===== src/hdl/decoder_cfg.svh =====
`ifndef DECODER_CFG_SVH
`define DECODER_CFG_SVH

// data path and instruction address width
`define DEC_XLEN 32

// architectural register index, x0..x31
`define DEC_REG_BITS 5

// reorder buffer entry index, 8 entries
`define DEC_ROB_BITS 3

// RS opcode: branch flag, func3, func7 bit 5
`define DEC_RS_TYPE_BITS 5

// LSB opcode: store flag, func3
`define DEC_LSB_TYPE_BITS 4

`endif


===== src/hdl/decoder_pkg.sv =====
`include "decoder_cfg.svh"

package decoder_pkg;

    // RV32I major opcodes handled by the stage
    typedef enum logic [6:0] {
        OP_LUI    = 7'b0110111,
        OP_AUIPC  = 7'b0010111,
        OP_JAL    = 7'b1101111,
        OP_JALR   = 7'b1100111,
        OP_BRANCH = 7'b1100011,
        OP_LOAD   = 7'b0000011,
        OP_STORE  = 7'b0100011,
        OP_ALUI   = 7'b0010011,
        OP_ALU    = 7'b0110011
    } opcode_e;

    // how the ROB commits the entry
    typedef enum logic [1:0] {
        ROB_REG  = 2'd0,
        ROB_REGI = 2'd1,
        ROB_BR   = 2'd2,
        ROB_ST   = 2'd3
    } rob_type_e;

    typedef struct packed {
        logic [`DEC_XLEN-1:0]     value;
        logic                     has_dep;
        logic [`DEC_ROB_BITS-1:0] dep;      // producing ROB entry
    } reg_read_t;

    typedef struct packed {
        logic                 fi;           // entry already has its result
        logic [`DEC_XLEN-1:0] value;
    } rob_qry_t;

    typedef struct packed {
        logic [`DEC_XLEN-1:0]     value;
        logic                     has_dep;
        logic [`DEC_ROB_BITS-1:0] dep;
    } operand_t;

    typedef struct packed {
        logic                     is_lui;
        logic                     is_auipc;
        logic                     is_jal;
        logic                     is_jalr;
        logic                     is_br;
        logic                     is_ld;
        logic                     is_st;
        logic                     is_alui;
        logic                     is_alu;
        logic [`DEC_REG_BITS-1:0] rd;       // prediction bit on branches
        logic [`DEC_REG_BITS-1:0] rs1;
        logic [`DEC_REG_BITS-1:0] rs2;
        logic [2:0]               func3;
        logic                     func7_5;
        logic [`DEC_XLEN-1:0]     imm;      // already extended
        logic                     need_r2;
    } decoded_t;

    typedef struct packed {
        logic                     fi;
        logic [`DEC_XLEN-1:0]     value;
        logic [`DEC_XLEN-1:0]     addr;     // fall-through for branches
        rob_type_e                op_type;
        logic [`DEC_REG_BITS-1:0] reg_id;
    } rob_issue_t;

    typedef struct packed {
        logic [`DEC_RS_TYPE_BITS-1:0] op_type;
        operand_t                     r1;
        operand_t                     r2;
        logic [`DEC_ROB_BITS-1:0]     rob_id;
    } rs_issue_t;

    typedef struct packed {
        logic [`DEC_LSB_TYPE_BITS-1:0] op_type;
        operand_t                      r1;
        operand_t                      r2;
        logic [`DEC_XLEN-1:0]          imm;
        logic [`DEC_ROB_BITS-1:0]      rob_id;
    } lsb_issue_t;

    typedef struct packed {
        logic rob_full;
        logic rs_full;
        logic lsb_full;
    } full_t;

endpackage


===== src/hdl/inst_decode.sv =====
`include "decoder_cfg.svh"

module inst_decode (
    input  logic [`DEC_XLEN-1:0] inst,
    output decoder_pkg::decoded_t dec
);

    // static predictor, every branch is taken
    localparam logic BR_PRED = 1'b1;

    decoder_pkg::opcode_e opcode;
    logic [2:0]           func3;
    logic                 is_shift;     // slli / srli / srai

    logic [`DEC_XLEN-1:0] imm_i;
    logic [`DEC_XLEN-1:0] imm_sh;
    logic [`DEC_XLEN-1:0] imm_s;
    logic [`DEC_XLEN-1:0] imm_b;
    logic [`DEC_XLEN-1:0] imm_u;
    logic [`DEC_XLEN-1:0] imm_j;

    assign opcode = decoder_pkg::opcode_e'(inst[6:0]);
    assign func3  = inst[14:12];

    // immediate layouts of the base ISA
    assign imm_i  = {{20{inst[31]}}, inst[31:20]};
    assign imm_sh = {27'b0, inst[24:20]};
    assign imm_s  = {{20{inst[31]}}, inst[31:25], inst[11:7]};
    assign imm_b  = {{19{inst[31]}}, inst[31], inst[7], inst[30:25], inst[11:8], 1'b0};
    assign imm_u  = {inst[31:12], 12'b0};
    assign imm_j  = {{11{inst[31]}}, inst[31], inst[19:12], inst[20], inst[30:21], 1'b0};

    assign is_shift = (opcode == decoder_pkg::OP_ALUI) && (func3[1:0] == 2'b01);

    always_comb begin
        dec = '0;

        dec.is_lui   = (opcode == decoder_pkg::OP_LUI);
        dec.is_auipc = (opcode == decoder_pkg::OP_AUIPC);
        dec.is_jal   = (opcode == decoder_pkg::OP_JAL);
        dec.is_jalr  = (opcode == decoder_pkg::OP_JALR);
        dec.is_br    = (opcode == decoder_pkg::OP_BRANCH);
        dec.is_ld    = (opcode == decoder_pkg::OP_LOAD);
        dec.is_st    = (opcode == decoder_pkg::OP_STORE);
        dec.is_alui  = (opcode == decoder_pkg::OP_ALUI);
        dec.is_alu   = (opcode == decoder_pkg::OP_ALU);

        dec.rs1     = inst[19:15];
        dec.rs2     = inst[24:20];
        dec.func3   = func3;
        dec.func7_5 = inst[30];

        // branches write no register, rd slot carries the prediction
        if (dec.is_br) begin
            dec.rd = {{(`DEC_REG_BITS-1){1'b0}}, BR_PRED};
        end else begin
            dec.rd = inst[11:7];
        end

        if (is_shift) begin
            dec.imm = imm_sh;           // shamt only
        end else if (dec.is_ld || dec.is_jalr || dec.is_alui) begin
            dec.imm = imm_i;
        end else if (dec.is_st) begin
            dec.imm = imm_s;
        end else if (dec.is_br) begin
            dec.imm = imm_b;
        end else if (dec.is_lui || dec.is_auipc) begin
            dec.imm = imm_u;
        end else if (dec.is_jal) begin
            dec.imm = imm_j;
        end else begin
            dec.imm = '0;
        end

        // immediate takes the place of rs2
        dec.need_r2 = !dec.is_alui;
    end

endmodule


===== src/hdl/operand_resolve.sv =====
`include "decoder_cfg.svh"

module operand_resolve (
    input  decoder_pkg::reg_read_t rf,
    input  decoder_pkg::rob_qry_t  qry,
    input  logic                   need,
    output decoder_pkg::operand_t  opnd
);

    // RF answer is already up to date with this cycle's commits,
    // the ROB answer covers results broadcast but not yet committed
    always_comb begin
        opnd = '0;
        if (!need) begin
            opnd = '0;                  // operand unused
        end else if (!rf.has_dep) begin
            opnd.value   = rf.value;
            opnd.has_dep = 1'b0;
            opnd.dep     = '0;
        end else if (qry.fi) begin
            opnd.value   = qry.value;   // forwarded from ROB
            opnd.has_dep = 1'b0;
            opnd.dep     = '0;
        end else begin
            // still in flight, RS/LSB will snoop for it
            opnd.value   = '0;
            opnd.has_dep = 1'b1;
            opnd.dep     = rf.dep;
        end
    end

endmodule


===== src/hdl/next_pc_calc.sv =====
`include "decoder_cfg.svh"

module next_pc_calc (
    input  decoder_pkg::decoded_t dec,
    input  logic [`DEC_XLEN-1:0]  inst_addr,
    input  decoder_pkg::operand_t r1,
    input  logic                  inst_input,
    input  logic                  rob_clear,
    input  decoder_pkg::full_t    full,
    output logic [`DEC_XLEN-1:0]  next_pc,
    output logic                  is_stall
);

    logic any_full;
    logic jalr_wait;

    assign any_full = full.rob_full || full.rs_full || full.lsb_full;

    // target of jalr unknown until rs1 resolves
    assign jalr_wait = dec.is_jalr && r1.has_dep;

    assign is_stall = !inst_input || rob_clear || any_full || jalr_wait;

    // dec.imm already holds immJ / immB / immI for these classes
    always_comb begin
        if (dec.is_jal || dec.is_br) begin
            next_pc = inst_addr + dec.imm;   // branches predicted taken
        end else if (dec.is_jalr) begin
            next_pc = r1.value + dec.imm;    // bit 0 kept as is
        end else begin
            next_pc = inst_addr + `DEC_XLEN'(4);
        end
    end

endmodule


===== src/hdl/issue_reg.sv =====
`include "decoder_cfg.svh"

module issue_reg (
    input  logic                     clk_in,
    input  logic                     rst_in,
    input  logic                     rdy_in,
    input  logic                     is_stall,
    input  decoder_pkg::decoded_t    dec,
    input  logic [`DEC_XLEN-1:0]     inst_addr,
    input  decoder_pkg::operand_t    r1,
    input  decoder_pkg::operand_t    r2,
    input  logic [`DEC_ROB_BITS-1:0] rob_vacant_id,
    output logic                     rob_input,
    output logic                     rs_input,
    output logic                     lsb_input,
    output decoder_pkg::rob_issue_t  rob_rec,
    output decoder_pkg::rs_issue_t   rs_rec,
    output decoder_pkg::lsb_issue_t  lsb_rec
);

    decoder_pkg::rob_issue_t rob_nxt;
    decoder_pkg::rs_issue_t  rs_nxt;
    decoder_pkg::lsb_issue_t lsb_nxt;

    logic [`DEC_XLEN-1:0] pc_plus4;
    logic                 need_rs;
    logic                 need_lsb;
    logic                 rs_low;       // func7[5] slot of the RS opcode

    assign pc_plus4 = inst_addr + `DEC_XLEN'(4);
    assign need_rs  = dec.is_alu || dec.is_alui || dec.is_br;
    assign need_lsb = dec.is_ld || dec.is_st;

    // sub / sra / srai need bit 30, addi etc. must ignore it
    assign rs_low = dec.is_alu || (dec.is_alui && dec.func3 == 3'b101) ? dec.func7_5 : 1'b0;

    always_comb begin
        rob_nxt = '0;
        rob_nxt.fi     = dec.is_lui || dec.is_auipc || dec.is_jal || dec.is_jalr;
        rob_nxt.reg_id = dec.rd;

        if (dec.is_lui) begin
            rob_nxt.value = dec.imm;
        end else if (dec.is_auipc) begin
            rob_nxt.value = inst_addr + dec.imm;
        end else if (dec.is_jal || dec.is_jalr) begin
            rob_nxt.value = pc_plus4;   // link address
        end

        // ROB restarts from here on a mispredict
        if (dec.is_br) begin
            rob_nxt.addr = pc_plus4;
        end

        if (dec.is_alui) begin
            rob_nxt.op_type = decoder_pkg::ROB_REGI;
        end else if (dec.is_br) begin
            rob_nxt.op_type = decoder_pkg::ROB_BR;
        end else if (dec.is_st) begin
            rob_nxt.op_type = decoder_pkg::ROB_ST;
        end else begin
            rob_nxt.op_type = decoder_pkg::ROB_REG;
        end
    end

    always_comb begin
        rs_nxt = '0;
        rs_nxt.op_type = {dec.is_br, dec.func3, rs_low};
        rs_nxt.r1      = r1;
        rs_nxt.rob_id  = rob_vacant_id;
        if (dec.is_alui) begin
            rs_nxt.r2.value = dec.imm;  // immediate rides in r2
        end else begin
            rs_nxt.r2 = r2;
        end

        lsb_nxt = '0;
        lsb_nxt.op_type = {dec.is_st, dec.func3};
        lsb_nxt.r1      = r1;
        lsb_nxt.r2      = r2;           // store data
        lsb_nxt.imm     = dec.imm;
        lsb_nxt.rob_id  = rob_vacant_id;
    end

    always_ff @(posedge clk_in or posedge rst_in) begin
        if (rst_in) begin
            rob_input <= 1'b0;
            rs_input  <= 1'b0;
            lsb_input <= 1'b0;
            rob_rec   <= '0;
            rs_rec    <= '0;
            lsb_rec   <= '0;
        end else if (rdy_in) begin
            if (is_stall) begin
                // records keep old contents, strobes say they are stale
                rob_input <= 1'b0;
                rs_input  <= 1'b0;
                lsb_input <= 1'b0;
            end else begin
                rob_input <= 1'b1;
                rs_input  <= need_rs;
                lsb_input <= need_lsb;
                rob_rec   <= rob_nxt;
                rs_rec    <= rs_nxt;
                lsb_rec   <= lsb_nxt;
            end
        end
    end

endmodule


===== src/hdl/decoder_top.sv =====
`include "decoder_cfg.svh"

module decoder_top (
    input  logic                     clk_in,
    input  logic                     rst_in,
    input  logic                     rdy_in,    // low freezes the stage

    // fetch side
    input  logic                     inst_input,
    input  logic [`DEC_XLEN-1:0]     inst,
    input  logic [`DEC_XLEN-1:0]     inst_addr,
    output logic                     is_stall,
    output logic [`DEC_XLEN-1:0]     next_pc,

    // register file lookups
    output logic [`DEC_REG_BITS-1:0] rs1_id,
    output logic [`DEC_REG_BITS-1:0] rs2_id,
    input  decoder_pkg::reg_read_t   rf1,
    input  decoder_pkg::reg_read_t   rf2,

    // ROB lookups and allocation
    output logic [`DEC_ROB_BITS-1:0] rob_qry1_id,
    output logic [`DEC_ROB_BITS-1:0] rob_qry2_id,
    input  decoder_pkg::rob_qry_t    rob_qry1,
    input  decoder_pkg::rob_qry_t    rob_qry2,
    input  logic [`DEC_ROB_BITS-1:0] rob_vacant_id,
    input  logic                     rob_clear,
    input  decoder_pkg::full_t       full,

    // issue records, one cycle after acceptance
    output logic                     rob_input,
    output decoder_pkg::rob_issue_t  rob_rec,
    output logic                     rs_input,
    output decoder_pkg::rs_issue_t   rs_rec,
    output logic                     lsb_input,
    output decoder_pkg::lsb_issue_t  lsb_rec
);

    decoder_pkg::decoded_t dec;
    decoder_pkg::operand_t opnd1;
    decoder_pkg::operand_t opnd2;

    assign rs1_id      = dec.rs1;
    assign rs2_id      = dec.rs2;
    assign rob_qry1_id = rf1.dep;   // ask ROB for whatever the RF waits on
    assign rob_qry2_id = rf2.dep;

    inst_decode u_decode (
        .inst (inst),
        .dec  (dec)
    );

    operand_resolve u_opnd1 (
        .rf   (rf1),
        .qry  (rob_qry1),
        .need (1'b1),
        .opnd (opnd1)
    );

    operand_resolve u_opnd2 (
        .rf   (rf2),
        .qry  (rob_qry2),
        .need (dec.need_r2),
        .opnd (opnd2)
    );

    next_pc_calc u_next_pc (
        .dec        (dec),
        .inst_addr  (inst_addr),
        .r1         (opnd1),
        .inst_input (inst_input),
        .rob_clear  (rob_clear),
        .full       (full),
        .next_pc    (next_pc),
        .is_stall   (is_stall)
    );

    issue_reg u_issue (
        .clk_in        (clk_in),
        .rst_in        (rst_in),
        .rdy_in        (rdy_in),
        .is_stall      (is_stall),
        .dec           (dec),
        .inst_addr     (inst_addr),
        .r1            (opnd1),
        .r2            (opnd2),
        .rob_vacant_id (rob_vacant_id),
        .rob_input     (rob_input),
        .rs_input      (rs_input),
        .lsb_input     (lsb_input),
        .rob_rec       (rob_rec),
        .rs_rec        (rs_rec),
        .lsb_rec       (lsb_rec)
    );

endmodule


===== config.mk =====
export PLATFORM = sky130hd
export DESIGN_NAME = decoder_top
export DESIGN_NICKNAME = d
export VERILOG_FILES = /design/src/hdl/decoder_pkg.sv /design/src/hdl/inst_decode.sv /design/src/hdl/operand_resolve.sv /design/src/hdl/next_pc_calc.sv /design/src/hdl/issue_reg.sv /design/src/hdl/decoder_top.sv
export VERILOG_INCLUDE_DIRS = /design/src /design/src/hdl
export SDC_FILE = /design/constraint.sdc
export NUM_CORES = 1
export LEC_CHECK = 0
export BUFFER_PORTS_ARGS = -buffer_cell sky130_fd_sc_hd__buf_2
export CORE_AREA = 8 8 201 203
export DETAILED_ROUTE_END_ITERATION = 8
export DIE_AREA = 0 0 209 211
export PLACE_DENSITY_LB_ADDON = 0.05
export SYNTH_ARGS = -nofsm -noshare
export SYNTH_HDL_FRONTEND = slang
export SYNTH_SLANG_ARGS = --single-unit

===== constraint.sdc =====
create_clock -name clk_in -period 19.98 [get_ports clk_in]
set_input_delay 3.996 -clock clk_in [delete_from_list [all_inputs] [get_ports clk_in]]
set_output_delay 3.996 -clock clk_in [all_outputs]
set_load 0.05 [all_outputs]

==> results.md <==
* Post_cts resized at 0
* Hold Path Depth at 2
* Worst EP arrival at 9.64 ns
* Die Ht at 211 microns
* Drt pass-1 iters at 5
* Layout cell share with drive strength beyond 1 at 31.7%
* Vias per cell at 5.64
* Die X at 209 microns
* Final hold vios at 0
* Hold Path End: u_issue.rob_rec[10]$_DFFE_PP0P_
* Compound-gate portion of the synthesized area at 24.7%
* Netlist cell types at 86
* Worst min-delay path class: flip-flop to flip-flop
* Grt total ovfl at 0
* Top_reg_cell synth: dfrtp_1
* Crit. End Element: output pin
* Ports at 528
* Fillcell total at 3757
* CTS Hold Bufs at 0
* Port buffer count at 527
* Ys Warns at 0
* Most numerous cell in the Yosys netlist: nand2_1
* DP Cell Count at 2540
* Clock Latency Late Sink at 0.55 ns
* Tot Pwr at 0.00158 W
* #FFs+latches synth at 220
* Adder-cell area share of the yosys netlist at 5.64%
* Nets at 2371
* Synth top area cells: dfrtp_1 (38%), nand2_1 (6.1%), ha_1 (5.2%)
* Starting DRT DRC Count at 1194
* Slew headroom at 25.3%
* Slew @ Worst Pin at 1.11 ns
* Slew Viols, Final at 0
* Crit-path max FO at 28
* Xor and xnor area share after synthesis at 4.78%
* Core Util, Final at 48.9%
* CTS Buf Count at 27
* End of the worst register-to-register path: u_issue.rob_rec[63]$_DFFE_PP0P_
* Antenna violations before repair at 2
* Post-synth EDFFs at 0
* Die area at 44100 sq um
* Mux contribution to synthesized area at 3.49%
* RSZ-0062 raised after global routing: no
* Synthesized net count at 1957
* Syn Std Cell Area at 14600 sq um
* WL/cell at 24.7 microns
* Vias in the first global route at 14.6k
* Storage cell area at 5510 sq um
* Final std cells w/o fill at 2590
* Power per cell area at 87.3 nW/um^2
* DRT Wirelength at 64000 microns
* Drc violations at 0
* Main combinational cell family by area after synthesis: compound AO/OA/AOI/OAI gates
* Yosys top cell area share at 37.6%
* Worst Setup Start Kind: input port
* CTS tree: built
* Leakage Power at 9.81 nW
* Synthesized area per cell at 8.71 sq um
* CTS sink cnt at 220
* Routability cong. at 0.924
* Clk_skew at 0 ns
* Hold Crit Start: u_issue.rob_rec[10]$_DFFE_PP0P_
* Min Tclk post-route at 13.64 ns
* First-pass GRT wire length at 95500 microns
* FF-to-FF setup slack at 19.14 ns
* DP HPWL at 50900 microns
* Worst r2r path cells at 2
* Peak VDD IR at 0.0647 mV
* Post-Synth Simple-Gate Area at 17.1%
* Largest net degree at the start of global routing at 98
* Core Area at 37100 sq um
* Crit Path Class: input port to output pin
* Via count at 14.6k
* Max cap viols at 0
* Site Rows at 71
* CTS HTree Levels at 1
* Reg2reg start: u_issue.rob_rec[63]$_DFFE_PP0P_
* Max Freq at 0.0733 GHz
* ANT nets after route at 0
* Multi-input logic area at 8190 sq um
* Post CTS Setup Buffer Count at 0
* Register area share after synthesis at 37.6%
* Outcome: complete, no violations
* CP Data Required Time at 15.98 ns
* Mapped Cells at 1681
* CTS root buffer: clkbuf_16
* Starting Density at 39.4%
* Top cell type by total area after synthesis: dfrtp_1
* Tcrit/Tclk final at 68.3%
* Post-synth top cells: nand2_1 (239), dfrtp_1 (220), a21oi_1 (126)
* Final setup TNS at 0 ns
* Setup-failing EPs final at 0
* GRT Util Overall at 27.9%
* Async SR Flop Fraction at 100%
* Area delta synth->final at 23.9%
* Clock transition at the registers of the reported paths at 0.06 ns
* Clock Path Buffers at 3
## per-layer routing
metal / part of all wire [%] / track usage (%) / vias to the layer above
met5: 0 / 0 / -
met1: 44 / 37.3 / 7211
li1: - / - / 6781
met3: 5.6 / 4.90 / 73
met2: 48 / 46.5 / 531
met4: 2.4 / 7.00 / 0
## worst max-delay path, cell delays in order
cell and delay, ns:
buf_2 0.50, clkinv_1 0.46, nor3_1 0.74, nor2_1 0.19
nor2_1 0.63, a21oi_1 0.17, inv_1 0.20, ha_1 0.37
and4_1 0.26, and2_1 0.15, o21ai_0 0.21, o311ai_2 0.16
o211ai_1 0.40, a31oi_1 0.17, o22ai_1 0.20, xor2_1 0.19
o21ai_0 0.12, nor3b_2 0.23, buf_2 0.30
## layout make-up
class                   instances  area share [%]
multi-input cells            1269            45.1
flip-flops and latches        220            30.3
repair buffers                543            15.2
clock buffers                  39            4.36
well taps                     474            3.27
clock inverters                 9           0.972
inverters                      34           0.744
diodes                          2          0.0276
## registers in the layout, summed over array words and instances, names as in the netlist
register and count:
u_issue.rob_rec 72, u_issue.rob_input 1, u_issue.lsb_input 1, u_issue.rs_rec 73
u_issue.lsb_rec 72, u_issue.rs_input 1
## where the power goes
part	switching [W]	internal, W
sequential	0.0000296	0.000494
combinational	0.000396	0.000127
clock	0.000200	0.000337
total	0.000626	0.000958
## how the worst max path moves through the flow
stage          startpoint          end  slack (ns)  cells after the start
4_1_cts           inst[5]  next_pc[31]        6.45                     19
6_report          inst[5]  next_pc[31]        6.34                     19
3_3_place_gp      inst[5]  next_pc[31]        6.60                     19
2_1_floorplan     inst[4]  next_pc[26]        7.58                     18
5_1_grt           inst[5]  next_pc[31]        6.03                     19
3_5_place_dp      inst[5]  next_pc[31]        6.48                     19
## cell families after synthesis
group,after synthesis
AOI/OAI and AO/OA,533
adders and majority gates,65
buffers and inverters,192
xor gates and xnor gates,80
and+or+nand+nor,545
muxes,46
DFF,220
## through the flow
step / cell area, sq um / hold WS, ns / setup WS (ns)
6_report: 18200 / 0.459 / 6.34
2_1_floorplan: 14600 / 0.740 / 7.58
3_5_place_dp: 17200 / 0.451 / 6.48
4_1_cts: 18100 / 0.465 / 6.45
5_1_grt: 18200 / 0.486 / 6.03
3_3_place_gp: 17200 / 0.447 / 6.60
## layout by cell type, fill, tap and decap left out, types with 7 or more instances in the layout
cell type / synthesis / final
buf_2: 12 / 527
a22oi_1: 9 / 9
a21oi_1: 126 / 125
nand2_1: 239 / 238
xnor2_1: 38 / 38
nor2b_1: 42 / 42
dfrtp_1: 220 / 220
xor2_1: 42 / 42
or3_1: 7 / 7
a31oi_1: 7 / 7
o31ai_1: 11 / 11
nor3_1: 18 / 17
a211oi_1: 19 / 19
buf_4: 62 / 16
o221ai_1: 10 / 10
nand3_1: 47 / 47
ha_1: 61 / 61
a21o_1: 62 / 62
o21a_1: 12 / 12
o21ai_1: 19 / 19
clkbuf_16: 0 / 27
a22o_1: 38 / 38
o211ai_1: 13 / 13
o22ai_1: 8 / 8
mux2_2: 41 / 41
nor2_1: 118 / 118
inv_1: 33 / 32
clkbuf_8: 0 / 7
a211o_1: 22 / 22
and2_1: 18 / 17
o21ai_0: 115 / 115
nand4_1: 9 / 9
nand2b_1: 13 / 13
Note: power is estimated with default switching activity, not from simulation.
